## src/hw/cramSeq_macros.svh

```systemverilog
// Shared widths, stack depth and diagnostic register offsets, included by every design file
`ifndef CRAMSEQ_MACROS_SVH
`define CRAMSEQ_MACROS_SVH

// Control-store address width gives 256 microwords
`define CRA_W 8

// Subroutine return stack
`define STACK_DEPTH 8
`define SP_W 3

// Diagnostic Wishbone register offsets
`define REG_CADR  3'd0
`define REG_CDATA 3'd1
`define REG_CTRL  3'd2
`define REG_DIAG  3'd3
`define REG_STAT  3'd4

// Wishbone data bus width
`define WB_DW 32

`endif

```

## src/hw/cramPkg.sv

```systemverilog
// Types shared by the sequencer blocks and the testbench, referenced as cramPkg::name
`include "cramSeq_macros.svh"

package cramPkg;

  // One control-store address
  typedef logic [`CRA_W-1:0] tCradr;

  // Dispatch opcodes, each source is ORed into the jump field
  typedef enum logic [2:0] {
    DISP_NONE = 3'd0,
    DISP_DRJ  = 3'd1,
    DISP_SKIP = 3'd2,
    DISP_DIAG = 3'd3,
    DISP_RET  = 3'd4
  } tDispOp;

  // Microword layout, 24 bits with j in the top byte
  typedef struct packed {
    tCradr      j;
    tDispOp     disp;
    logic       call;
    logic [2:0] condSel;
    logic       halt;
    logic [7:0] field;
  } tMicroword;

  typedef enum logic [1:0] {
    RS_HALT = 2'd0,
    RS_RUN  = 2'd1,
    RS_STEP = 2'd2
  } tRunState;

  // Diagnostic register select
  typedef enum logic [2:0] {
    R_CADR  = `REG_CADR,
    R_CDATA = `REG_CDATA,
    R_CTRL  = `REG_CTRL,
    R_DIAG  = `REG_DIAG,
    R_STAT  = `REG_STAT
  } tRegSel;

  // Status word as read from REG_STAT, stackErr lands in bit 0
  typedef struct packed {
    tCradr           cradr;
    logic [`SP_W-1:0] sp;
    logic            running;
    logic            stackErr;
  } tStatus;

endpackage

```

## src/hw/stackPort.sv

```systemverilog
// Connection between the sequencer control and the return stack, one instance in the top level
`timescale 1ns/1ps
`include "cramSeq_macros.svh"

interface stackPort;

  // Requests from the sequencer, never both high in one cycle
  logic           push;
  logic           pop;
  cramPkg::tCradr pushAdr;

  // Top of stack, shown combinationally
  cramPkg::tCradr retAdr;
  // Pointer to the next empty entry
  logic [`SP_W-1:0] sp;
  // Sticky error, also high in the cycle of a refused request
  logic           err;

  modport ctrl (
    output push, pop, pushAdr,
    input  err
  );

  modport stack (
    input  push, pop, pushAdr,
    output retAdr, sp, err
  );

endinterface

```

## src/hw/seqControl.sv

```systemverilog
// Sequencer control: holds the microaddress and run state and drives stack push and pop
`timescale 1ns/1ps

module seqControl (
  input  logic               clk,
  input  logic               RESET,
  input  logic               run,
  input  logic               step,
  input  logic               clearPc,
  input  cramPkg::tMicroword uword,
  input  cramPkg::tCradr     dispBits,
  stackPort.ctrl             stk,
  output cramPkg::tCradr     cradr,
  output logic               running,
  output cramPkg::tDispOp    disp,
  output logic [2:0]         condSel
);

  cramPkg::tRunState runState;
  // Previous run level, a new run only starts on its rising edge
  logic runQ;
  logic runStart;
  // The microword at cradr is executed at the coming edge
  logic exec;

  assign runStart = run && !runQ;
  // A clear takes the edge, nothing executes then
  assign exec     = (runState != cramPkg::RS_HALT) && !clearPc;
  assign running  = (runState != cramPkg::RS_HALT);

  // Dispatch opcode and skip select go straight to the mux
  assign disp    = uword.disp;
  assign condSel = uword.condSel;

  //////////////////////////////////////////////////////////////////////
  // Stack requests
  //////////////////////////////////////////////////////////////////////

  // Call wins if a word carries both call and return
  assign stk.push    = exec && uword.call;
  assign stk.pop     = exec && (uword.disp == cramPkg::DISP_RET) && !uword.call;
  // Return address is the word after the caller
  assign stk.pushAdr = cradr + 1'b1;

  //////////////////////////////////////////////////////////////////////
  // Microaddress register
  //////////////////////////////////////////////////////////////////////

  always_ff @(posedge clk) begin
    if (RESET) begin
      cradr <= '0;
    end else if (clearPc) begin
      cradr <= '0;
    end else if (exec && !stk.err) begin
      // Next address from the word at the old address
      cradr <= uword.j | dispBits;
    end
  end

  //////////////////////////////////////////////////////////////////////
  // Run state FSM
  //////////////////////////////////////////////////////////////////////

  always_ff @(posedge clk) begin
    if (RESET) begin
      runState <= cramPkg::RS_HALT;
      runQ     <= 1'b0;
    end else begin
      runQ <= run;
      case (runState)
        cramPkg::RS_HALT: begin
          if (step) begin
            runState <= cramPkg::RS_STEP;
          end else if (runStart) begin
            runState <= cramPkg::RS_RUN;
          end
        end
        cramPkg::RS_RUN: begin
          // Halt word executes first, then stop
          if (exec && (stk.err || uword.halt)) begin
            runState <= cramPkg::RS_HALT;
          end else if (!run) begin
            runState <= cramPkg::RS_HALT;
          end
        end
        cramPkg::RS_STEP: begin
          // One word only, held over a clear
          if (exec) begin
            runState <= cramPkg::RS_HALT;
          end
        end
        default: runState <= cramPkg::RS_HALT;
      endcase
    end
  end

endmodule

```

## src/flat_wrapper.sv

```systemverilog
// flat-port wrapper written by rule: the top's interface ports become plain ports
module seqControl_flat 
  (clk, RESET, run, step, clearPc, uword, dispBits, cradr, running, disp, condSel, stk_push, stk_pop, stk_pushAdr, stk_err);
  stackPort stk_i ();
  input  logic clk;
  input  logic RESET;
  input  logic run;
  input  logic step;
  input  logic clearPc;
  input  cramPkg::tMicroword uword;
  input  cramPkg::tCradr dispBits;
  output cramPkg::tCradr cradr;
  output logic running;
  output cramPkg::tDispOp disp;
  output logic [2:0] condSel;
  output wire logic [$bits(stk_i.push)-1:0] stk_push;
  output wire logic [$bits(stk_i.pop)-1:0] stk_pop;
  output wire logic [$bits(stk_i.pushAdr)-1:0] stk_pushAdr;
  input wire logic [$bits(stk_i.err)-1:0] stk_err;
  assign stk_push = stk_i.push;
  assign stk_pop = stk_i.pop;
  assign stk_pushAdr = stk_i.pushAdr;
  assign stk_i.err = stk_err;
  seqControl u_core (.clk(clk), .RESET(RESET), .run(run), .step(step), .clearPc(clearPc), .uword(uword), .dispBits(dispBits), .stk(stk_i), .cradr(cradr), .running(running), .disp(disp), .condSel(condSel));
endmodule
```

## config.mk

```make
export PLATFORM = sky130hd
export DESIGN_NAME = seqControl_flat
export DESIGN_NICKNAME = d
export VERILOG_FILES = /design/src/hw/cramPkg.sv /design/src/hw/stackPort.sv /design/src/hw/seqControl.sv /design/src/flat_wrapper.sv
export VERILOG_INCLUDE_DIRS = /design/src /design/src/hw
export SDC_FILE = /design/constraint.sdc
export NUM_CORES = 1
export LEC_CHECK = 0
export ABC_AREA = 1
export BUFFER_PORTS_ARGS = -buffer_cell sky130_fd_sc_hd__buf_4
export CAP_MARGIN = 15
export CORE_MARGIN = 5
export CORE_UTILIZATION = 38
export DETAILED_ROUTE_END_ITERATION = 7
export GPL_TIMING_DRIVEN = 0
export PLACE_DENSITY = 0.8
export RECOVER_POWER = 25
export SYNTH_ARGS = -nofsm -noshare
export SYNTH_HDL_FRONTEND = slang
export SYNTH_SLANG_ARGS = --single-unit
```

## constraint.sdc

```tcl
create_clock -name clk -period 1.6 [get_ports clk]
set_input_delay 0.24 -clock clk [delete_from_list [all_inputs] [get_ports clk]]
set_output_delay 0.24 -clock clk [all_outputs]
set_load 0.05 [all_outputs]
```

==> summary.md <==
| Metric | Value |
|---|---|
| Multi-input logic area | 475 µm² |
| Worst IR Drop VDD | 0.538 mV |
| Most crowded layer after global routing | met2 |
| Most frequent cells in the layout | buf_4 (52), inv_1 (13), nor2_1 (13) |
| DR vias | approximately 800 |
| Total GRT Usage | ~16% |
| Kind of critical path | register to output port |
| Synth cell types | 18 |
| Sw Ratio | 37.5% |
| Antenna cells | 0 |
| Clock transition at the registers of the reported paths | about 0.08 ns |
| Share of the synthesized area in the top cell type | roughly 33% |
| Initial Util | slightly below 40% |
| Max Clk Rate | about 640 MHz |
| #FFs+latches synth | 11 |
| Core Rows | 15 |
| Status | completed |
| Clock root buffer | clkbuf_4 |
| First-pass GRT wire length | about 3.3 mm |
| Vias/cell | approximately 4.6 |
| Crit end category | output port |
| CORE AREA | around 1700 µm² |
| DP Cell Count | approximately 160 |
| Cell count after synthesis | 95 |
| Syn_area_per_cell | around 7 µm² |
| Crit path max fanout | 3 |
| PortBufs | 51 |
| P_leak | between 0.6 and 0.7 nW |
| Met1 usage | between 10% and 20% |
| Final wirelength | 1.96 mm |
| Synth Net Count | between 100 and 150 |
| Clock buffer depth | 2 |
| Vias in the first global route | roughly 770 |
| Setup violations, final | 0 |
| Max_slew headroom | 60.1% |
| Drt drc | 0 |
| Sequential Power Share | 37.8% |
| Synth warnings | 0 |
| Mapped cell area | 663 µm² |
| Drt wl/cell | 11.3 µm |
| Final Skew | approximately 0.0095 ns |
| Max-cap violations | 0 |
| RSZ-0062 raised after global routing | true |
| P per Cell Area | a little over 600 nW/µm² |
| Worst-skew pair later-pin latency | 0.28 ns |
| Final min period | 1.57 ns |
| Worst path arrival time | between 1 and 1.5 ns |
| # H-tree levels | 1 |
| Final ANT Viol Nets | 0 |
| Final hold vios | 0 |
| Critical Path Source Type | register |
| Leading cell type in the layout, fill and taps excluded | buf_4 |
| Overall Power | between 700 and 800 µW |
| Worst hold slack | about 0.15 ns |
| Cts hold-fix bufs | 0 |
| Worst min-delay path class | input port to register |
| Initial antenna violation count | 0 |
| Die height | between 50 and 60 µm |
| Die ar. | approximately 2700 µm² |
| Iteration-0 DRC Markers | 5 |
| CTS buffer count | 3 |
| Clock sink count | 11 |
| Clock network fraction of total power | 24.6% |
| Pin count of the biggest net entering global routing | 10 |
| Final WS setup | 0.0263 ns |
| Max Slew Vio Count | 0 |
| Met3 global-route usage | about 4.6% |
| Top cells by area, synth | dfxtp_1 (33%), nor2_1 (8.5%), inv_1 (7.9%) |
| Logic pwr share | a little under two fifths |
| Boundary Pins | between 60 and 70 |
| Register Area | roughly 240 µm² |
| 1st-pass router iterations | 2 |
| Final Non-Filler Cells | between 150 and 200 |
| Layout Area Growth over Synthesis | 94.9% |
| Sw power | about 300 µW |
| Post-Place Setup Slack | ~0.038 ns |
| Req. time, crit path | 1.36 ns |
| Global route overflow | 0 |
| HPWL after DPL | 1.55 mm |
| GP Congestion | ~0.73 |
| Met2 GRT Util | between 20% and 30% |
| Top cell type by total area after synthesis | dfxtp_1 |
| CTS tree | yes |
| Actual slew at the worst max-slew pin | 0.601 ns |
| Nets | about 200 |
| Setup tns final | 0 ns |
| Fillers | 121 |
| Sequential-to-total area share from yosys stat | approximately 33% |
| Internal | 491 µW |
| Chip Width | slightly above 50 µm |
| Layout cells sized above 1 | between 50% and 60% |
| Final Cycle Share | a little over nine tenths |
## critical path, cell delays in order (launching register included)
cell      delay [ns]
dfxtp_4         0.38
nand3_4         0.08
nor2_4          0.09
nand3b_1        0.16
xor2_4          0.19
buf_6           0.16
## routing by layer
metal  routed length (µm)  up-vias
met5                    0        -
met4                   29        0
met3                  180        4
met2                  969       39
met1                  780      343
li1                     -      415
## power groups by stage
stage	clock network, mW	registers (mW)	logic, mW
2_1_floorplan	0	0.322	0.169
3_3_place_gp	0	0.303	0.292
3_5_place_dp	0	0.304	0.296
4_1_cts	0.196	0.297	0.305
5_1_grt	0.211	0.299	0.318
6_report	0.193	0.297	0.296
## cells by family (layout without fill, tap and decap cells)
kind of cell | Yosys count | count (layout) | synth area share, %
AO/OA/AOI/OAI | 9 | 9 | 7.36
XOR/XNOR | 6 | 6 | 7.92
adder cells (fa/ha/maj) | 1 | 1 | 1.89
buffers and inverters | 23 | 84 | 17.2
flip-flops | 11 | 11 | 33.2
AND/OR/NAND/NOR | 45 | 45 | 32.5
## flip-flops by register name, indices dropped and copies added (netlist names)
signal,flops
u_core.cradr,8
u_core.runState,2
u_core.runQ,1
## final cells by class
class                   instances  area share (%)
multi-input cells              61            36.8
repair buffers                 57            32.2
flip-flops and latches         11            18.5
inverters                      17            5.32
plain buffers                   6            3.48
clock buffers                   4            2.03
well taps                      17            1.65
## through the flow
stage | util, % | area, µm²
after floorplan | - | 776
after detailed placement | 69.9 | 1180
after global placement | 69.9 | 1180
final | 76.5 | 1290
after global routing | 76.5 | 1290
after CTS | 77.4 | 1310
## final timing paths
| kind | startpoint | end | slack (ns) | depth (start not counted) |
|---|---|---|---|---|
| setup / recovery | u_core.cradr[0]$_SDFFE_PP0P_ | stk_pushAdr[7] | 0.03 | 5 |
| hold / removal | RESET | u_core.runState[1]$_SDFFE_PP0P_ | 0.15 | 2 |
| setup reg to reg | u_core.runState[1]$_SDFFE_PP0P_ | u_core.cradr[5]$_SDFFE_PP0P_ | 0.53 | 5 |
| hold reg to reg | u_core.cradr[5]$_SDFFE_PP0P_ | u_core.cradr[5]$_SDFFE_PP0P_ | 0.53 | 2 |
## synth_stat cells (all sizes together)
master	n
xor2	6
nand3b	1
inv	17
nand2	12
a21oi	1
o21ai	8
nor3	9
ha	1
buf	6
nand3	7
dfxtp	11
nor2	15
nor4	1
## repair_timing
| item | in CTS | in global routing |
|---|---|---|
| pin swaps | 7 | 4 |
| resized for setup | 13 | 2 |
| setup buffers | 5 | 1 |
| setup endpoints to repair | 4 | 3 |
| cloned | 0 | 0 |
Note: power is estimated with default switching activity, not from simulation.
