--- src/hw/cramSeq_macros.svh ---
// Shared widths, stack depth and diagnostic register offsets, included by every design file
`ifndef CRAMSEQ_MACROS_SVH
`define CRAMSEQ_MACROS_SVH

// Control-store address width gives 256 microwords
`define CRA_W 8

// Subroutine return stack
`define STACK_DEPTH 8
`define SP_W 3

// Diagnostic Wishbone register offsets
`define REG_CADR  3'd0
`define REG_CDATA 3'd1
`define REG_CTRL  3'd2
`define REG_DIAG  3'd3
`define REG_STAT  3'd4

// Wishbone data bus width
`define WB_DW 32

`endif

--- src/hw/cramPkg.sv ---
// Types shared by the sequencer blocks and the testbench, referenced as cramPkg::name
`include "cramSeq_macros.svh"

package cramPkg;

  // One control-store address
  typedef logic [`CRA_W-1:0] tCradr;

  // Dispatch opcodes, each source is ORed into the jump field
  typedef enum logic [2:0] {
    DISP_NONE = 3'd0,
    DISP_DRJ  = 3'd1,
    DISP_SKIP = 3'd2,
    DISP_DIAG = 3'd3,
    DISP_RET  = 3'd4
  } tDispOp;

  // Microword layout, 24 bits with j in the top byte
  typedef struct packed {
    tCradr      j;
    tDispOp     disp;
    logic       call;
    logic [2:0] condSel;
    logic       halt;
    logic [7:0] field;
  } tMicroword;

  typedef enum logic [1:0] {
    RS_HALT = 2'd0,
    RS_RUN  = 2'd1,
    RS_STEP = 2'd2
  } tRunState;

  // Diagnostic register select
  typedef enum logic [2:0] {
    R_CADR  = `REG_CADR,
    R_CDATA = `REG_CDATA,
    R_CTRL  = `REG_CTRL,
    R_DIAG  = `REG_DIAG,
    R_STAT  = `REG_STAT
  } tRegSel;

  // Status word as read from REG_STAT, stackErr lands in bit 0
  typedef struct packed {
    tCradr           cradr;
    logic [`SP_W-1:0] sp;
    logic            running;
    logic            stackErr;
  } tStatus;

endpackage

--- src/hw/diagPort.sv ---
// Diagnostic Wishbone classic slave: store loading, sequencer control and status readback
`timescale 1ns/1ps
`include "cramSeq_macros.svh"

module diagPort (
  input  logic                clk,
  input  logic                RESET,
  input  logic                cyc,
  input  logic                stb,
  input  logic                we,
  input  logic [2:0]          adr,
  input  logic [`WB_DW-1:0]   datW,
  output logic [`WB_DW-1:0]   datR,
  output logic                ack,
  input  logic                running,
  input  cramPkg::tCradr      cradr,
  input  logic [`SP_W-1:0]    sp,
  input  logic                stackErr,
  output logic                wrEn,
  output cramPkg::tCradr      wrAdr,
  output cramPkg::tMicroword  wrData,
  output logic                run,
  output logic                step,
  output logic                clearPc,
  output logic                clearErr,
  output cramPkg::tCradr      diagAdr
);

  cramPkg::tRegSel regSel;
  cramPkg::tStatus status;
  // Store load address, advances on every accepted data write
  cramPkg::tCradr  cadrReg;
  // Transfer accepted at the coming edge, ack follows one cycle later
  logic            access;
  logic            wrAccess;

  assign regSel   = cramPkg::tRegSel'(adr);
  assign access   = cyc && stb && !ack;
  assign wrAccess = access && we;

  // Store write port
  assign wrEn   = wrAccess && (regSel == cramPkg::R_CDATA) && !running;
  assign wrAdr  = cadrReg;
  assign wrData = cramPkg::tMicroword'(datW[$bits(cramPkg::tMicroword)-1:0]);

  assign status.cradr    = cradr;
  assign status.sp       = sp;
  assign status.running  = running;
  assign status.stackErr = stackErr;

  //////////////////////////////////////////////////////////////////////
  // Handshake and registers
  //////////////////////////////////////////////////////////////////////

  always_ff @(posedge clk) begin
    if (RESET) begin
      ack      <= 1'b0;
      cadrReg  <= '0;
      diagAdr  <= '0;
      run      <= 1'b0;
      step     <= 1'b0;
      clearPc  <= 1'b0;
      clearErr <= 1'b0;
    end else begin
      // Single-cycle ack
      ack      <= access;
      // Control pulses last one cycle
      step     <= 1'b0;
      clearPc  <= 1'b0;
      clearErr <= 1'b0;
      if (wrAccess && (regSel == cramPkg::R_CADR)) begin
        cadrReg <= datW[`CRA_W-1:0];
      end else if (wrEn) begin
        cadrReg <= cadrReg + 1'b1;
      end
      if (wrAccess && (regSel == cramPkg::R_CTRL)) begin
        run      <= datW[0];
        step     <= datW[1];
        clearPc  <= datW[2];
        clearErr <= datW[3];
      end
      if (wrAccess && (regSel == cramPkg::R_DIAG)) begin
        diagAdr <= datW[`CRA_W-1:0];
      end
    end
  end

  // Read data, valid with ack
  always_ff @(posedge clk) begin
    if (access) begin
      case (regSel)
        cramPkg::R_CADR: datR <= `WB_DW'(cadrReg);
        cramPkg::R_CTRL: datR <= `WB_DW'(run);
        cramPkg::R_DIAG: datR <= `WB_DW'(diagAdr);
        cramPkg::R_STAT: datR <= `WB_DW'(status);
        // Store data is write only
        default:         datR <= '0;
      endcase
    end
  end

endmodule

--- config.mk ---
export PLATFORM = sky130hd
export DESIGN_NAME = diagPort
export DESIGN_NICKNAME = d
export VERILOG_FILES = /design/src/hw/cramPkg.sv /design/src/hw/diagPort.sv
export VERILOG_INCLUDE_DIRS = /design/src /design/src/hw
export SDC_FILE = /design/constraint.sdc
export NUM_CORES = 1
export LEC_CHECK = 0
export BUFFER_PORTS_ARGS = -buffer_cell sky130_fd_sc_hd__buf_2
export CAP_MARGIN = 20
export CELL_PAD_IN_SITES_DETAIL_PLACEMENT = 1
export CELL_PAD_IN_SITES_GLOBAL_PLACEMENT = 2
export CORE_AREA = 2 2 93 95
export DETAILED_ROUTE_END_ITERATION = 6
export DIE_AREA = 0 0 95 97
export PLACE_DENSITY = 0.85
export SLEW_MARGIN = 20
export SYNTH_ARGS = -nofsm -noshare
export SYNTH_HDL_FRONTEND = slang
export SYNTH_SLANG_ARGS = --single-unit
--- constraint.sdc ---
create_clock -name clk -period 3.35 [get_ports clk]
set_clock_uncertainty 0.1 [all_clocks]
set_input_delay 0.5025 -clock clk [delete_from_list [all_inputs] [get_ports clk]]
set_output_delay 0.5025 -clock clk [all_outputs]
set_load 0.005 [all_outputs]
==> impl_metrics.tcl, run 1 <==
set metrics [dict create \
    placed_area_sq_um 2138 \
    p_clk_share_pct 36.7 \
    endpoint_kind "output pin" \
    met1_usage_pct 12.87 \
    ios 131 \
    cp.required_ps 2750 \
    cts_buffers 5 \
    min_path_cells 3 \
    syn_avg_cell_area_sq_um 9.570 \
    cts_buffer_depth 2 \
    timing.hold.ws_ps 365.7 \
    worstRegToRegCells 5 \
    detail_route.first_pass.iterations 4 \
    synth_warnings 0 \
    grt_use_met2_pct 20.40 \
    postSynthCellCount 202 \
    min_period_ps 2171 \
    r2r-start "ack" \
    root_buffer "clkbuf_8" \
    combPwrFrac_pct 10.5 \
    finalInstanceArea_sq_um 2223 \
    p_total_uw 837.3 \
    dp_cells 347 \
    cts_setup_buffers 0 \
    clock.fmax_ghz 0.4605 \
    setup_ws_ps 1179 \
    dr.first_iter.drc_count 38 \
    seq_area_frac_synth_pct 41.94 \
    drive_gt1_share_pct 34.40 \
    ys_types 37 \
    worstHoldPathType "in -> reg" \
    cts-resized-gates 0 \
    power.internal_uw 615.9 \
    netSwitchingPower_uw 221.4 \
    p_sw_share_pct 26.44 \
    p_per_area_nw_per_um2 376.6 \
    synth_top_area_share_pct 21.75 \
    core_sq_um 8134 \
    yosysTopAreaCell "dfxtp_1" \
    grt_pass1_vias 1618 \
    nets 303 \
    synth_area_sq_um 1933 \
    min_to "diagAdr[7]" \
    use_met3_pct 4.673 \
    async_reset_ff_share_pct 0 \
    rsz0062_at_grt "no" \
    final_common_cell "buf_2" \
    synth_area_leaders "dfxtp_1 (22%), edfxtp_1 (20%), buf_4 (17%), mux2i_1 (8.8%), nor2_1 (2.9%)" \
    synth_seq_cells 34 \
    grt_first_pass_wirelength_mm 8.224 \
    ant_nets 0 \
    maxCapViolations 0 \
    die_w_um 95 \
    grt.total_usage_pct 11.79 \
    busiest_layer "met2" \
    hold_viol 0 \
    crit_arrival_ps 1570 \
    insertion_delay_ps 300 \
    grt_start_max_net_pins 23 \
    hold_buffers 0 \
    vias 1552 \
    dieArea_sq_um 9215 \
    synth_edf_count 13 \
    drc_errors 0 \
    r2r_end "diagAdr[6]" \
    layout_common_cells "buf_2 (71), dfxtp_1 (21), conb_1 (19)" \
    place_hpwl_mm 4.027 \
    reg2reg_slack_ps 1250 \
    initial_core_util_pct 23.77 \
    seq_power_share_pct 52.8 \
    hold_path.startpoint "datW[7]" \
    fin_tns_setup_ps 0 \
    slew_headroom_pct 44.51 \
    wirelength_mm 5.257 \
    antenna_found_initial 0 \
    cts_tree "built" \
    fp-row-count 33 \
    ys.flop_type "dfxtp_1" \
    port_buffers 71 \
    cts.sinks 34 \
    diodes 0 \
    crit_path_start_kind "input pin" \
    tightest_slew_ps 830.5 \
    num-fill-cells 986 \
    crit_type "in -> out" \
    post-place-ws_ps 1032 \
    p_leak_nw 1.039 \
    status "completed" \
    gp_congestion 0.7893 \
    syn_to_final_growth_pct 15.02 \
    period_share_pct 64.82 \
    h-tree-depth 2 \
    overflow 0 \
    clk_pin_slew_worst_paths_ps 80 \
    die_h_um 97 \
    wl_per_cell_um 14.81 \
    fin_util_pct 27.33 \
    drv_slew 0 \
    critPathMaxFanout 18 \
    peakVddDrop_uv 116.4 \
    setup_violations 0 \
    viasPerCell 4.372 \
    finalNonFillerCells 355 \
]
[power by group through the flow]
stage | clock [mW] | sequential (mW) | combinational [mW]
after floorplan | 0 | 0.453 | 0.0803
after global placement | 0 | 0.451 | 0.0875
after detailed placement | 0 | 0.452 | 0.0894
after CTS | 0.320 | 0.442 | 0.0897
after global routing | 0.336 | 0.443 | 0.0986
final | 0.307 | 0.442 | 0.0880
[cell type report]
type                    instances  area, sq um  share of cell area (%)
clock inverters                 3        16.27                  0.7316
clock buffers                   5        68.82                   3.095
inverters                       5        18.77                  0.8441
multi-input cells             130        807.0                   36.30
repair buffers                 73        370.4                   16.66
well taps                     105        131.4                   5.909
flip-flops and latches         34        810.8                   36.47
[per-layer routing]
layer  part of all wire [%]  routed length, um
met5                      0                  0
met4                    1.9                 98
met3                    9.6                507
met2                     50               2628
met1                     38               2023
[state kept, by name, summed over array words and instances (netlist names)]
name / flops
ack: 1
clearErr: 1
clearPc: 1
datR: 13
diagAdr: 8
run: 1
step: 1
wrAdr: 8
[worst max-delay path by stage]
stage | startpoint | endpoint | slack (ps) | cells past startpoint
global route | ack | diagAdr[2] | 1000 | 5
floorplan | stb | diagAdr[0] | 1210 | 5
global placement | stb | diagAdr[2] | 1100 | 6
finish | adr[2] | wrEn | 1180 | 4
CTS | adr[2] | wrEn | 1170 | 4
detailed placement | stb | diagAdr[6] | 1030 | 6
[logic make-up (layout without fill, tap and decap cells)]
group	Yosys count	count (layout)	synth area share (%)
DFF	34	34	41.94
and+or+nand+nor	62	62	18.51
buffers and inverters	56	86	19.81
AOI/OAI and AO/OA	30	30	9.644
xor gates and xnor gates	1	1	0.4532
adders and majority gates	1	1	0.6471
muxes	17	17	8.802
other	1	19	0.1940
[critical path: stages]
cell and delay [ps]:
buf_2 230, or4b_4 580, nor2_1 110, buf_2 140
[Yosys cell counts (2+ instances only)]
| library cell | instances |
|---|---|
| a21oi_1 | 7 |
| nor3_2 | 2 |
| and2_1 | 3 |
| nor2_1 | 15 |
| o21ai_0 | 11 |
| nand4_1 | 3 |
| nand3_1 | 3 |
| nand2b_1 | 3 |
| o22ai_1 | 2 |
| and3_1 | 8 |
| edfxtp_1 | 13 |
| nand2_1 | 10 |
| nor4_1 | 5 |
| inv_1 | 5 |
| buf_4 | 44 |
| a32oi_1 | 4 |
| a22oi_1 | 2 |
| clkbuf_1 | 6 |
| dfxtp_1 | 21 |
| nor2b_1 | 2 |
| mux2i_1 | 17 |
Note: power is estimated with default switching activity, not from simulation.
==> run 2: changes to the inputs <==
- CORE_AREA: 2 2 93 95 -> 2 2 97 99
- DIE_AREA: 0 0 95 97 -> 0 0 99 101
- PLACE_DENSITY: 0.85 -> 0.79
- clock period: 3.35 -> 2.2 ns (I/O delays scaled with it)
==> run 2 against run 1 <==
Final cell count increased by 2.5%. Setup slack got worse by 740 ps. Flip-flop and latch count unchanged. Critical endpoint is now diagAdr[1]. Largest cell class unchanged. Largest power group is now clock.
==> impl_metrics.tcl, run 2 (same netlist as run 1, synthesis figures left out) <==
set metrics [dict create \
    status "completed" \
    die_w_um 99 \
    grt_start_max_net_pins 23 \
    cts.sinks 34 \
    period_share_pct 79.96 \
    combPwrFrac_pct 9.0 \
    gp_congestion 0.8003 \
    die_h_um 101 \
    insertion_delay_ps 290 \
    drc_errors 0 \
    tightest_slew_ps 511.0 \
    r2r-start "ack" \
    clock.fmax_ghz 0.5684 \
    cts_setup_buffers 0 \
    hold_viol 0 \
    cts-resized-gates 0 \
    crit_path_start_kind "flip-flop" \
    layout_common_cells "buf_2 (71), dfxtp_1 (21), conb_1 (19)" \
    vias 1570 \
    antenna_found_initial 0 \
    worstRegToRegCells 6 \
    cp.required_ps 2260 \
    place_hpwl_mm 4.109 \
    cts_buffer_depth 2 \
    viasPerCell 4.313 \
    finalInstanceArea_sq_um 2306 \
    setup_violations 0 \
    crit_path_start "ack" \
    timing.hold.ws_ps 208.8 \
    p_leak_nw 1.080 \
    p_sw_share_pct 21.92 \
    cts_tree "built" \
    endpoint_kind "flip-flop" \
    grt.total_usage_pct 10.16 \
    syn_to_final_growth_pct 19.29 \
    final_common_cell "buf_2" \
    finalNonFillerCells 364 \
    core_sq_um 8977 \
    seq_power_share_pct 44.6 \
    p_per_area_nw_per_um2 653.9 \
    hold_buffers 0 \
    r2r_end "diagAdr[1]" \
    ios 131 \
    clk_pin_slew_worst_paths_ps 80 \
    fin_util_pct 25.69 \
    wl_per_cell_um 14.24 \
    reg2reg_slack_ps 440 \
    overflow 0 \
    drv_slew 0 \
    slew_headroom_pct 65.75 \
    p_clk_share_pct 46.3 \
    worstHoldPathType "in -> reg" \
    h-tree-depth 2 \
    min_period_ps 1759 \
    crit_type "reg -> reg" \
    critPathMaxFanout 10 \
    power.internal_mw 1.177 \
    netSwitchingPower_uw 330.5 \
    nets 306 \
    dr.first_iter.drc_count 71 \
    min_path_cells 3 \
    dp_cells 356 \
    placed_area_sq_um 2168 \
    wirelength_mm 5.185 \
    maxCapViolations 0 \
    diodes 0 \
    grt_first_pass_wirelength_mm 7.935 \
    top_register "datR" \
    ant_nets 0 \
    port_buffers 71 \
    grt_pass1_vias 1580 \
    initial_core_util_pct 21.53 \
    peakVddDrop_uv 203.6 \
    fin_tns_setup_ps 0 \
    detail_route.first_pass.iterations 4 \
    fp-row-count 35 \
    dieArea_sq_um 9999 \
    rsz0062_at_grt "no" \
    largest_register_ffs 13 \
    crit_arrival_ps 1820 \
    root_buffer "clkbuf_8" \
    cts_buffers 5 \
    endpoint "diagAdr[1]" \
    drive_gt1_share_pct 35.57 \
]
run 2: changes by cell type in the layout (fill, tap and decap cells not counted), sizes merged:
cell,previous run,this run
buf,73,76
clkinvlp,1,0
clkinv,2,1
bufinv,0,2
run 2: how the worst min path moves through the flow:
| stage | startpoint | endpoint |
|---|---|---|
| after floorplan | datW[3] | clearErr |
| after global placement | diagAdr[4] | diagAdr[4] |
| after CTS | datW[7] | diagAdr[7] |
| final | datW[7] | diagAdr[7] |
| after global routing | datW[7] | diagAdr[7] |
| after detailed placement | diagAdr[4] | diagAdr[4] |
run 2: final cells by class:
class	count	area [sq um]
repair buffers	76	392.9
multi-input cells	130	807.0
inverters	5	18.77
clock inverters	3	68.82
clock buffers	5	68.82
fillers	1062	6671
flip-flops and latches	34	810.8
well taps	111	138.9
run 2: through the flow:
step                power, mW  worst slack (ps)
floorplan              0.8119             175.4
global placement       0.8251             228.8
detailed placement     0.8271             216.1
CTS                     1.529             406.5
global route            1.564             271.9
finish                  1.508             440.8
run 2: critical path: stages (launching register included):
cell,delay [ps]
dfxtp_1,320
nand3b_1,390
inv_1,230
nand4_1,160
buf_4,230
mux2i_1,160
nor2_1,50
run 2: power by group through the flow:
| stage | sequential [mW] | combinational (mW) | clock [mW] |
|---|---|---|---|
| 4_1_cts | 0.674 | 0.139 | 0.716 |
| 3_5_place_dp | 0.688 | 0.139 | 0 |
| 2_1_floorplan | 0.690 | 0.122 | 0 |
| 3_3_place_gp | 0.688 | 0.138 | 0 |
| 6_report | 0.673 | 0.136 | 0.698 |
| 5_1_grt | 0.675 | 0.154 | 0.735 |
run 2: routing by layer:
metal,vias up,part of all wire (%),GRT usage (%)
met2,67,52,19.23
met3,7,8.1,3.121
met1,746,38,10.80
met5,-,0,0
met4,0,1.7,2.950
li1,750,-,-
