--- src/hw/cramSeq_macros.svh ---
// Shared widths, stack depth and diagnostic register offsets, included by every design file
`ifndef CRAMSEQ_MACROS_SVH
`define CRAMSEQ_MACROS_SVH

// Control-store address width gives 256 microwords
`define CRA_W 8

// Subroutine return stack
`define STACK_DEPTH 8
`define SP_W 3

// Diagnostic Wishbone register offsets
`define REG_CADR  3'd0
`define REG_CDATA 3'd1
`define REG_CTRL  3'd2
`define REG_DIAG  3'd3
`define REG_STAT  3'd4

// Wishbone data bus width
`define WB_DW 32

`endif

--- src/hw/cramPkg.sv ---
// Types shared by the sequencer blocks and the testbench, referenced as cramPkg::name
`include "cramSeq_macros.svh"

package cramPkg;

  // One control-store address
  typedef logic [`CRA_W-1:0] tCradr;

  // Dispatch opcodes, each source is ORed into the jump field
  typedef enum logic [2:0] {
    DISP_NONE = 3'd0,
    DISP_DRJ  = 3'd1,
    DISP_SKIP = 3'd2,
    DISP_DIAG = 3'd3,
    DISP_RET  = 3'd4
  } tDispOp;

  // Microword layout, 24 bits with j in the top byte
  typedef struct packed {
    tCradr      j;
    tDispOp     disp;
    logic       call;
    logic [2:0] condSel;
    logic       halt;
    logic [7:0] field;
  } tMicroword;

  typedef enum logic [1:0] {
    RS_HALT = 2'd0,
    RS_RUN  = 2'd1,
    RS_STEP = 2'd2
  } tRunState;

  // Diagnostic register select
  typedef enum logic [2:0] {
    R_CADR  = `REG_CADR,
    R_CDATA = `REG_CDATA,
    R_CTRL  = `REG_CTRL,
    R_DIAG  = `REG_DIAG,
    R_STAT  = `REG_STAT
  } tRegSel;

  // Status word as read from REG_STAT, stackErr lands in bit 0
  typedef struct packed {
    tCradr           cradr;
    logic [`SP_W-1:0] sp;
    logic            running;
    logic            stackErr;
  } tStatus;

endpackage

--- src/hw/dispatchSelect.sv ---
// Dispatch multiplexer: picks the bits ORed into the jump field by the dispatch opcode
`timescale 1ns/1ps

module dispatchSelect (
  input  cramPkg::tDispOp disp,
  input  logic [2:0]      condSel,
  input  logic [7:0]      cond,
  input  logic [3:0]      drj,
  input  cramPkg::tCradr  diagAdr,
  input  cramPkg::tCradr  retAdr,
  output cramPkg::tCradr  dispBits
);

  // Selected skip condition
  logic skipBit;

  //////////////////////////////////////////////////////////////////////
  // Skip condition select
  //////////////////////////////////////////////////////////////////////

  always_comb begin
    case (condSel)
      3'd0:    skipBit = cond[0];
      3'd1:    skipBit = cond[1];
      3'd2:    skipBit = cond[2];
      3'd3:    skipBit = cond[3];
      3'd4:    skipBit = cond[4];
      3'd5:    skipBit = cond[5];
      3'd6:    skipBit = cond[6];
      default: skipBit = cond[7];
    endcase
  end

  //////////////////////////////////////////////////////////////////////
  // Dispatch source by opcode
  //////////////////////////////////////////////////////////////////////

  always_comb begin
    dispBits = '0;
    case (disp)
      cramPkg::DISP_NONE: begin
        // Plain jump
        dispBits = '0;
      end
      cramPkg::DISP_DRJ: begin
        // External nibble in the low four bits
        dispBits[3:0] = drj;
      end
      cramPkg::DISP_SKIP: begin
        // Two-way branch on bit 0
        dispBits[0] = skipBit;
      end
      cramPkg::DISP_DIAG: begin
        dispBits = diagAdr;
      end
      cramPkg::DISP_RET: begin
        // Popped return address, J is normally 0 here
        dispBits = retAdr;
      end
      default: begin
        dispBits = '0;
      end
    endcase
  end

endmodule

--- config.mk ---
export PLATFORM = sky130hd
export DESIGN_NAME = dispatchSelect
export DESIGN_NICKNAME = d
export VERILOG_FILES = /design/src/hw/cramPkg.sv /design/src/hw/dispatchSelect.sv
export VERILOG_INCLUDE_DIRS = /design/src /design/src/hw
export SDC_FILE = /design/constraint.sdc
export NUM_CORES = 1
export LEC_CHECK = 0
export BUFFER_PORTS_ARGS = -buffer_cell sky130_fd_sc_hd__buf_4
export CORE_AREA = 3 3 40 42
export DETAILED_ROUTE_END_ITERATION = 8
export DIE_AREA = 0 0 43 45
export PLACE_DENSITY = 0.69
export RECOVER_POWER = 100
export SYNTH_ARGS = -nofsm -noshare
export SYNTH_HDL_FRONTEND = slang
export SYNTH_SLANG_ARGS = --single-unit
--- constraint.sdc ---
create_clock -name vclk -period 2.4
set_input_delay 0.72 -clock vclk [all_inputs]
set_output_delay 0.72 -clock vclk [all_outputs]
set_load 0.05 [all_outputs]
==> results of run 1 <==
cell type report:
| cell class | count | area share (%) |
|---|---|---|
| timing repair buffer | 50 | 57.77 |
| multi-input combinational | 27 | 39.05 |
| tap | 15 | 2.650 |
| inverter | 1 | 0.5300 |
metrics by stage:
| step | total power, mW | worst slack (ns) | std cells | hold WS [ns] | TNS (ns) |
|---|---|---|---|---|---|
| global route | 0.1558 | -0.07212 | 93 | 1.805 | -0.2348 |
| CTS | 0.1388 | -0.08729 | 92 | 1.798 | -0.08729 |
| floorplan | 0.06521 | -0.1479 | 29 | 1.645 | -0.1479 |
| global placement | 0.1287 | -0.1541 | 90 | 1.794 | -0.1541 |
| finish | 0.1457 | -0.03231 | 93 | 1.778 | -0.03231 |
| detailed placement | 0.1298 | -0.1361 | 90 | 1.796 | -0.1361 |
critical path: stages:
cell	delay (ns)
buf_8	0.08
mux4_2	0.52
nor2b_4	0.15
o41ai_4	0.07
buf_6	0.17
layer usage:
metal  wire length [microns]  part of all wire (%)
met1                     364                    30
met2                     596                    50
met3                     225                    19
met4                      17                   1.4
met5                       0                     0
cell usage in the layout (no fill, tap or decap), types with 2 or more instances in the layout:
cell type  instances
nand2_1            3
a22o_1             3
o21ai_2            3
mux2i_1            4
buf_6              6
buf_4             41
buf_8              2
nor3b_2            2
path summary, 6_finish.rpt:
path,to,slack (ns),start,depth (start not counted)
setup / recovery,dispBits[0],-0.03,condSel[1],5
hold / removal,dispBits[3],1.78,retAdr[3],4
repair_timing:
action	CTS	global route
gates resized for setup	8	9
buffers inserted	2	1
endpoints found under the setup margin	1	7
pin swaps	2	2
endpoints found under the hold margin	0	0
report_power, final:
part	switching, mW	total [mW]	internal (mW)	leakage [nW]
logic	0.0652	0.146	0.0805	0.354
registers	0	0	0	0
clock network	0	0	0	0
total	0.0652	0.146	0.0805	0.354
cell families (layout without fill, tap and decap cells):
| group | after synthesis | count (layout) |
|---|---|---|
| simple gates | 11 | 11 |
| compound gates | 10 | 10 |
| mux | 6 | 6 |
| buf+inv | 2 | 51 |
==> impl_metrics.py, run 1 <==
metrics = {
    "setup_path": {
        "start_kind": "input pin",
        "worst-path-max-fanout": 4,
        "critPathCaptureType": "output pin",
        "worstSetupPathType": "input pin to output pin",
        "cp.arrival_ns": 1.71,
        "required_ns": 1.68,
    },
    "routing": {
        "drc": 0,
        "drt-total-wl_microns": 1204,
        "dr_total_vias": 440,
        "routed_via_density": 4.731,
        "avgRoutedWirePerCell_microns": 12.95,
        "dr.pass1.iters": 1,
        "ant_nets": 0,
        "drtIter0Drc": 0,
    },
    "sta": {
        "period_share_pct": 101.3,
        "max_freq_mhz": 411.1,
        "finalSetupViolCount": 1,
        "hold_violations": 0,
        "worst_pin_slew_ns": 0.3108,
        "maxSlewViolCount": 0,
        "min_period_ns": 2.432,
        "slew_headroom_pct": 79.24,
        "fin_ws_ns": -0.03231,
        "rsz0062_at_grt": "yes",
    },
    "pwr": {
        "peakVddDrop_v": 0.0001016,
        "leakage_nw": 0.3540,
        "power-per-cell-area_nw_per_um2": 205.8,
    },
    "synth": {
        "synth_mux_area_share_pct": 31.22,
        "synth_top_family_by_area": "compound AO/OA/AOI/OAI gates",
        "synth.avg_cell_area_sq_um": 8.154,
        "synthAdderAreaFrac_pct": 0,
        "synth_area_leader_cell": "mux2i_1",
        "syn_inst": 29,
        "synth-simple-area-share_pct": 28.04,
        "synth_compound_area_share_pct": 35.98,
        "yosys.area.top_type_share_pct": 16.93,
        "synth_xor_area_share_pct": 0,
        "ys_top_cells_by_count": "mux2i_1 (4), a22o_1 (3), nand2_1 (3), nor2b_1 (3), o21ai_0 (3)",
        "yosys_warnings": 0,
        "synth_most_common_cell": "mux2i_1",
        "synth-seq-area-share_pct": 0,
        "syn-num-nets": 63,
        "synth_area_leaders": "mux2i_1 (17%), a22o_1 (11%), mux4_2 (9.5%)",
        "netlist_area_sq_um": 236.5,
        "yosysUniqueCellTypes": 18,
    },
    "cells_and_area": {
        "seq_cell_count": 0,
        "multi_input_area_sq_um": 276.5,
        "drive_above_1_share_pct": 80.77,
        "fin_nets": 114,
        "final_area_sq_um": 708.2,
        "nFillCells": 124,
        "areaGrowthSynthToFinish_pct": 199.5,
        "utilization_pct": 55.11,
        "regArea_sq_um": 0,
        "clock_buffers": 0,
        "diodes": 0,
    },
    "placed_design": {
        "postPlaceCellArea_sq_um": 630.6,
        "hpwl_microns": 921.7,
        "io_buffers": 42,
        "place_congestion": 0.7096,
    },
    "global_route": {
        "grt_max_degree": 7,
        "top_usage_layer": "met2",
        "use_met3_pct": 5.578,
        "met2_usage_pct": 23.05,
        "gr-total-overflow": 0,
        "grt_use_met1_pct": 12.23,
        "antenna_found_initial": 0,
        "grt_pass1_wl_microns": 1869,
        "grt_pass1_vias": 476,
        "track_usage_pct": 11.80,
    },
    "floorplanning": {
        "initial_utilization_pct": 18.40,
        "boundaryPins": 42,
        "rows": 13,
        "dieHeight_microns": 45,
        "core-area_sq_um": 1285,
        "die-width_microns": 43,
        "dieArea_sq_um": 1935,
    },
    "min_path": {
        "hp-class": "input pin to output pin",
    },
    "status": {
        "status": "complete, but fails checks",
        "violations": "negative setup slack",
    },
    "flow_run": {
        "max_cap_viol_count": 0,
    },
    "cts": {
        "hold_buffers": 0,
    },
}
(Power assumes the default switching activity.)
==> run 2: changes to the inputs <==
--- a/config.mk
+++ b/config.mk
@@ -7,10 +7,13 @@
 export NUM_CORES = 1
 export LEC_CHECK = 0
 export BUFFER_PORTS_ARGS = -buffer_cell sky130_fd_sc_hd__buf_4
-export CORE_AREA = 3 3 40 42
+export CELL_PAD_IN_SITES_DETAIL_PLACEMENT = 0
+export CELL_PAD_IN_SITES_GLOBAL_PLACEMENT = 1
+export CORE_MARGIN = 3
+export CORE_UTILIZATION = 16
 export DETAILED_ROUTE_END_ITERATION = 8
-export DIE_AREA = 0 0 43 45
-export PLACE_DENSITY = 0.69
+export MAX_ROUTING_LAYER = met4
+export PLACE_DENSITY = 0.95
 export RECOVER_POWER = 100
 export SYNTH_ARGS = -nofsm -noshare
 export SYNTH_HDL_FRONTEND = slang
==> run 2 against run 1 <==
The flow still finishes with violations (negative setup slack). Routed wire length grew 4.2%. Die area grew 2.1%. Flip-flop and latch count is the same. Cell count is the same. Cell area grew 4.6%. Core utilization shrank 0.25 points. Maximum frequency shrank 1.2%.
==> impl_metrics.py, run 2 (synthesis gave the netlist of run 1 again) <==
metrics = {
    "setup_path": {
        "required_ns": 1.68,
        "worst-path-max-fanout": 4,
        "cp_cell_sequence": "buf_8 -> mux4_2 -> nor2b_4 -> o41ai_4 -> buf_6",
        "start_kind": "input pin",
        "worst_path_max_delay_cell": "mux4_2",
        "cp.arrival_ns": 1.74,
        "worstSetupPathType": "input pin to output pin",
        "cpPeakStageDelay_ns": 0.53,
        "critPathCaptureType": "output pin",
    },
    "routing": {
        "dr.pass1.iters": 1,
        "drc": 0,
        "ant_nets": 0,
        "dr_total_vias": 441,
        "avgRoutedWirePerCell_microns": 13.49,
        "drt-total-wl_microns": 1255,
        "met1_length_microns": 358,
        "route.met3.wl_microns": 144,
        "routed_via_density": 4.742,
        "drtIter0Drc": 0,
        "met2_length_microns": 752,
        "top_layer_used": "met3",
    },
    "global_route": {
        "grt_max_degree": 7,
        "antenna_found_initial": 0,
        "track_usage_pct": 12.43,
        "gr-total-overflow": 0,
        "grt_pass1_wl_microns": 1904,
        "grt_pass1_vias": 471,
    },
    "sta": {
        "max_freq_mhz": 406.3,
        "fin_ws_ns": -0.06134,
        "finalSetupViolCount": 1,
        "period_share_pct": 102.6,
        "hold_violations": 0,
        "worst_pin_slew_ns": 0.3066,
        "maxSlewViolCount": 0,
        "holdWs_ns": 1.761,
        "min_period_ns": 2.461,
        "rsz0062_at_grt": "yes",
        "slew_headroom_pct": 79.52,
    },
    "status": {
        "violations": "negative setup slack",
        "status": "complete, but fails checks",
    },
    "pwr": {
        "switching_share_pct": 44.35,
        "seqPwrFrac_pct": 0,
        "cellInternalPower_mw": 0.08500,
        "power.switching_mw": 0.06774,
        "combPwrFrac_pct": 100.0,
        "power-per-cell-area_nw_per_um2": 206.2,
        "leakage_nw": 0.3693,
        "clockPowerShare_pct": 0,
        "peakVddDrop_v": 0.00008967,
    },
    "cells_and_area": {
        "most-common-layout-cells": "buf_4 (38), buf_6 (8), mux2i_1 (4)",
        "final_area_sq_um": 740.7,
        "areaGrowthSynthToFinish_pct": 213.2,
        "seq_cell_count": 0,
        "fin_nets": 114,
        "regArea_sq_um": 0,
        "clock_buffers": 0,
        "nFillCells": 126,
        "drive_above_1_share_pct": 83.33,
        "final_common_cell": "buf_4",
        "diodes": 0,
    },
    "placed_design": {
        "place_congestion": 0.6220,
        "postPlaceCellArea_sq_um": 630.6,
        "io_buffers": 42,
    },
    "floorplanning": {
        "rows": 13,
        "die-width_microns": 44.45,
        "dieArea_sq_um": 1975,
        "core-area_sq_um": 1350,
        "dieHeight_microns": 44.45,
        "boundaryPins": 42,
        "initial_utilization_pct": 17.52,
    },
    "flow_run": {
        "max_cap_viol_count": 0,
    },
    "min_path": {
        "hp-class": "input pin to output pin",
    },
}
-- run 2: cell types whose count changed in the layout (fill, tap and decap cells not counted) --
| cell | delta |
|---|---|
| buf_4 | -3 |
| clkbuf_1 | -1 |
| nand2_1 | -1 |
| nor3b_4 | +1 |
| nor2b_2 | -1 |
| nand2_2 | +1 |
| buf_6 | +2 |
| clkbuf_4 | +1 |
| nor3b_2 | -1 |
| nor2b_4 | +1 |
| buf_8 | +1 |
-- run 2: power groups by stage --
| stage | Sequential (mW) | Clock [mW] | Combinational (mW) |
|---|---|---|---|
| after global placement | 0 | 0 | 0.129 |
| after floorplan | 0 | 0 | 0.0652 |
| final | 0 | 0 | 0.153 |
| after detailed placement | 0 | 0 | 0.130 |
| after global routing | 0 | 0 | 0.163 |
| after CTS | 0 | 0 | 0.137 |
-- run 2: worst max-delay path: cells and delay by family --
| family | cells | cell delay, ns |
|---|---|---|
| muxes | 1 | 0.53 |
| and+or+nand+nor | 1 | 0.15 |
| AOI/OAI and AO/OA | 1 | 0.07 |
| buffers and inverters | 2 | 0.26 |
-- run 2: layer usage --
layer  global-route usage, %  up-vias
met5                       -        -
met2                   25.58       28
met3                   2.033        0
met4                       0        0
met1                   12.65      198
li1                        -      215
-- run 2: repair_timing --
action                     CTS  global route
resized for setup            5            19
buffers inserted             2             1
hold buffers                 0             0
pin swaps                    2             3
setup endpoints to repair    1             7
-- run 2: worst paths after layout --
path                   start     endpoint  slack, ns  cells past startpoint
setup / recovery  condSel[1]  dispBits[0]      -0.06                      5
hold / removal     retAdr[2]  dispBits[2]       1.76                      4
-- run 2: cell type report --
cell class         instances  area, sq um  area share, %
repair buffers            50        427.9          57.77
multi-input cells         27        290.3          39.19
inverters                  1        3.754         0.5068
well taps                 15        18.77          2.534
-- run 2: through the flow --
| step | setup slack, ns | TNS, ns | util [%] | power [mW] | instances |
|---|---|---|---|---|---|
| after floorplan | -0.1479 | -0.1479 | - | 0.06521 | 29 |
| after global placement | -0.1227 | -0.1227 | 46.71 | 0.1285 | 90 |
| after detailed placement | -0.1283 | -0.1283 | 46.71 | 0.1304 | 90 |
| after CTS | -0.08755 | -0.08755 | 49.12 | 0.1369 | 92 |
| after global routing | -0.09362 | -0.1452 | 54.87 | 0.1630 | 93 |
| final | -0.06134 | -0.06134 | 54.87 | 0.1527 | 93 |
==> run 3: changes to the inputs <==
--- a/config.mk
+++ b/config.mk
@@ -7,7 +7,7 @@
 export NUM_CORES = 1
 export LEC_CHECK = 0
 export BUFFER_PORTS_ARGS = -buffer_cell sky130_fd_sc_hd__buf_4
-export CELL_PAD_IN_SITES_DETAIL_PLACEMENT = 0
+export CELL_PAD_IN_SITES_DETAIL_PLACEMENT = 1
 export CELL_PAD_IN_SITES_GLOBAL_PLACEMENT = 1
 export CORE_MARGIN = 3
 export CORE_UTILIZATION = 16
==> constraint.sdc (replaced) <==
create_clock -name vclk -period 2.4
set_input_delay 0.12 -clock vclk [all_inputs]
set_output_delay 0.12 -clock vclk [all_outputs]
set_load 0.05 [all_outputs]
==> run 3 against run 2 <==
The flow now finishes without violations. Core utilization shrank 15 points. Via count fell by 11%. First-iteration DRC count grew 2. Clock-buffer cell count unchanged. Combinational power decreased by 27%. Routed wire length shrank 8.1%. Global-route usage down 1.2 points. Hold slack got worse by 1.2 ns. Critical path depth shrank 1. Largest cell class unchanged.
==> impl_metrics.py, run 3 (synthesis gave the netlist of run 1 again) <==
metrics = {
    "status": {
        "status": "finished, final reports clean",
    },
    "cells_and_area": {
        "drive_above_1_share_pct": 55.71,
        "fin_nets": 106,
        "nFillCells": 182,
        "most-common-layout-cells": "buf_4 (36), clkbuf_1 (6), mux2i_1 (4)",
        "regArea_sq_um": 0,
        "seq_cell_count": 0,
        "final_area_sq_um": 535.5,
        "clock_buffers": 0,
        "areaGrowthSynthToFinish_pct": 126.5,
        "diodes": 0,
        "final_common_cell": "buf_4",
    },
    "sta": {
        "tns_ns": 0,
        "hold_violations": 0,
        "maxSlewViolCount": 0,
        "worst_pin_slew_ns": 0.8284,
        "fin_ws_ns": 0.6163,
        "max_freq_mhz": 560.6,
        "min_period_ns": 1.784,
        "rsz0062_at_grt": "no",
        "period_share_pct": 74.32,
        "finalSetupViolCount": 0,
        "slew_headroom_pct": 44.65,
        "holdWs_ns": 0.6049,
    },
    "global_route": {
        "grt_pass1_vias": 396,
        "grt_max_degree": 8,
        "grt_pass1_wl_microns": 1725,
        "track_usage_pct": 11.24,
        "gr-total-overflow": 0,
        "antenna_found_initial": 0,
    },
    "setup_path": {
        "cp.arrival_ns": 1.66,
        "cp_cell_sequence": "buf_4 -> nor3b_1 -> a22o_1 -> clkbuf_1",
        "critPathCaptureType": "output pin",
        "required_ns": 2.28,
        "cp_num_buf_inv": 2,
        "worst_path_max_delay_cell": "nor3b_1",
        "start_kind": "input pin",
        "worst-path-max-fanout": 7,
        "cpPeakStageDelay_ns": 0.68,
        "worstSetupPathType": "input pin to output pin",
        "critPathTopFamily": "simple AND/OR/NAND/NOR gates",
    },
    "floorplanning": {
        "die-width_microns": 44.45,
        "dieArea_sq_um": 1975,
        "initial_utilization_pct": 17.52,
        "rows": 13,
        "dieHeight_microns": 44.45,
        "core-area_sq_um": 1350,
        "boundaryPins": 42,
    },
    "pwr": {
        "cellInternalPower_mw": 0.05629,
        "seqPwrFrac_pct": 0,
        "clockPowerShare_pct": 0,
        "power.switching_mw": 0.05522,
        "switching_share_pct": 49.52,
        "design_power_total_mw": 0.1115,
        "leakage_nw": 0.2656,
        "peakVddDrop_v": 0.00007271,
        "power-per-cell-area_nw_per_um2": 208.2,
        "combPwrFrac_pct": 100.0,
    },
    "routing": {
        "dr_total_vias": 393,
        "routed_via_density": 4.624,
        "avgRoutedWirePerCell_microns": 13.56,
        "drtIter0Drc": 2,
        "ant_nets": 0,
        "drt-total-wl_microns": 1153,
        "dr.pass1.iters": 2,
        "drc": 0,
    },
    "min_path": {
        "hp-class": "input pin to output pin",
    },
    "cts": {
        "cts_resized": 0,
        "hold_buffers": 0,
        "postCtsSetupBuffers": 0,
    },
    "placed_design": {
        "place_congestion": 0.6475,
        "hpwl_microns": 1064,
        "io_buffers": 42,
        "pre_cts_slack_ns": 1.002,
        "postPlaceCellArea_sq_um": 563.0,
    },
    "flow_run": {
        "max_cap_viol_count": 0,
    },
}
==> run 3: worst paths after layout <==
path	from	to	slack, ns	depth (start not counted)
setup / recovery	disp[1]	dispBits[4]	0.62	4
hold / removal	retAdr[2]	dispBits[2]	0.60	4
==> run 3: power groups by stage <==
stage | logic (mW) | registers, mW | clock network, mW
after CTS | 0.118 | 0 | 0
after detailed placement | 0.118 | 0 | 0
final | 0.112 | 0 | 0
after global placement | 0.116 | 0 | 0
after floorplan | 0.0574 | 0 | 0
after global routing | 0.119 | 0 | 0
==> run 3: final cells by class <==
class | count | area (sq um) | area share, %
multi-input combinational | 27 | 220.2 | 41.12
inverter | 1 | 3.754 | 0.7009
tap | 15 | 18.77 | 3.505
timing repair buffer | 42 | 292.8 | 54.67
==> run 3: metrics by stage <==
| step | util, % | std cells |
|---|---|---|
| 3_3_place_gp | 41.71 | 85 |
| 4_1_cts | 41.71 | 85 |
| 3_5_place_dp | 41.71 | 85 |
| 6_report | 39.67 | 85 |
| 5_1_grt | 39.67 | 85 |
| 2_1_floorplan | - | 29 |
==> run 3: layer usage <==
metal  track usage, %  vias up  share of wire (%)  routed length, microns
met5                -        -                  0                       0
met4                0        0                  0                       0
met3            1.626        0                 11                     129
met2            20.64       21                 53                     613
met1            13.64      174                 36                     411
li1                 -      198                  -                       -
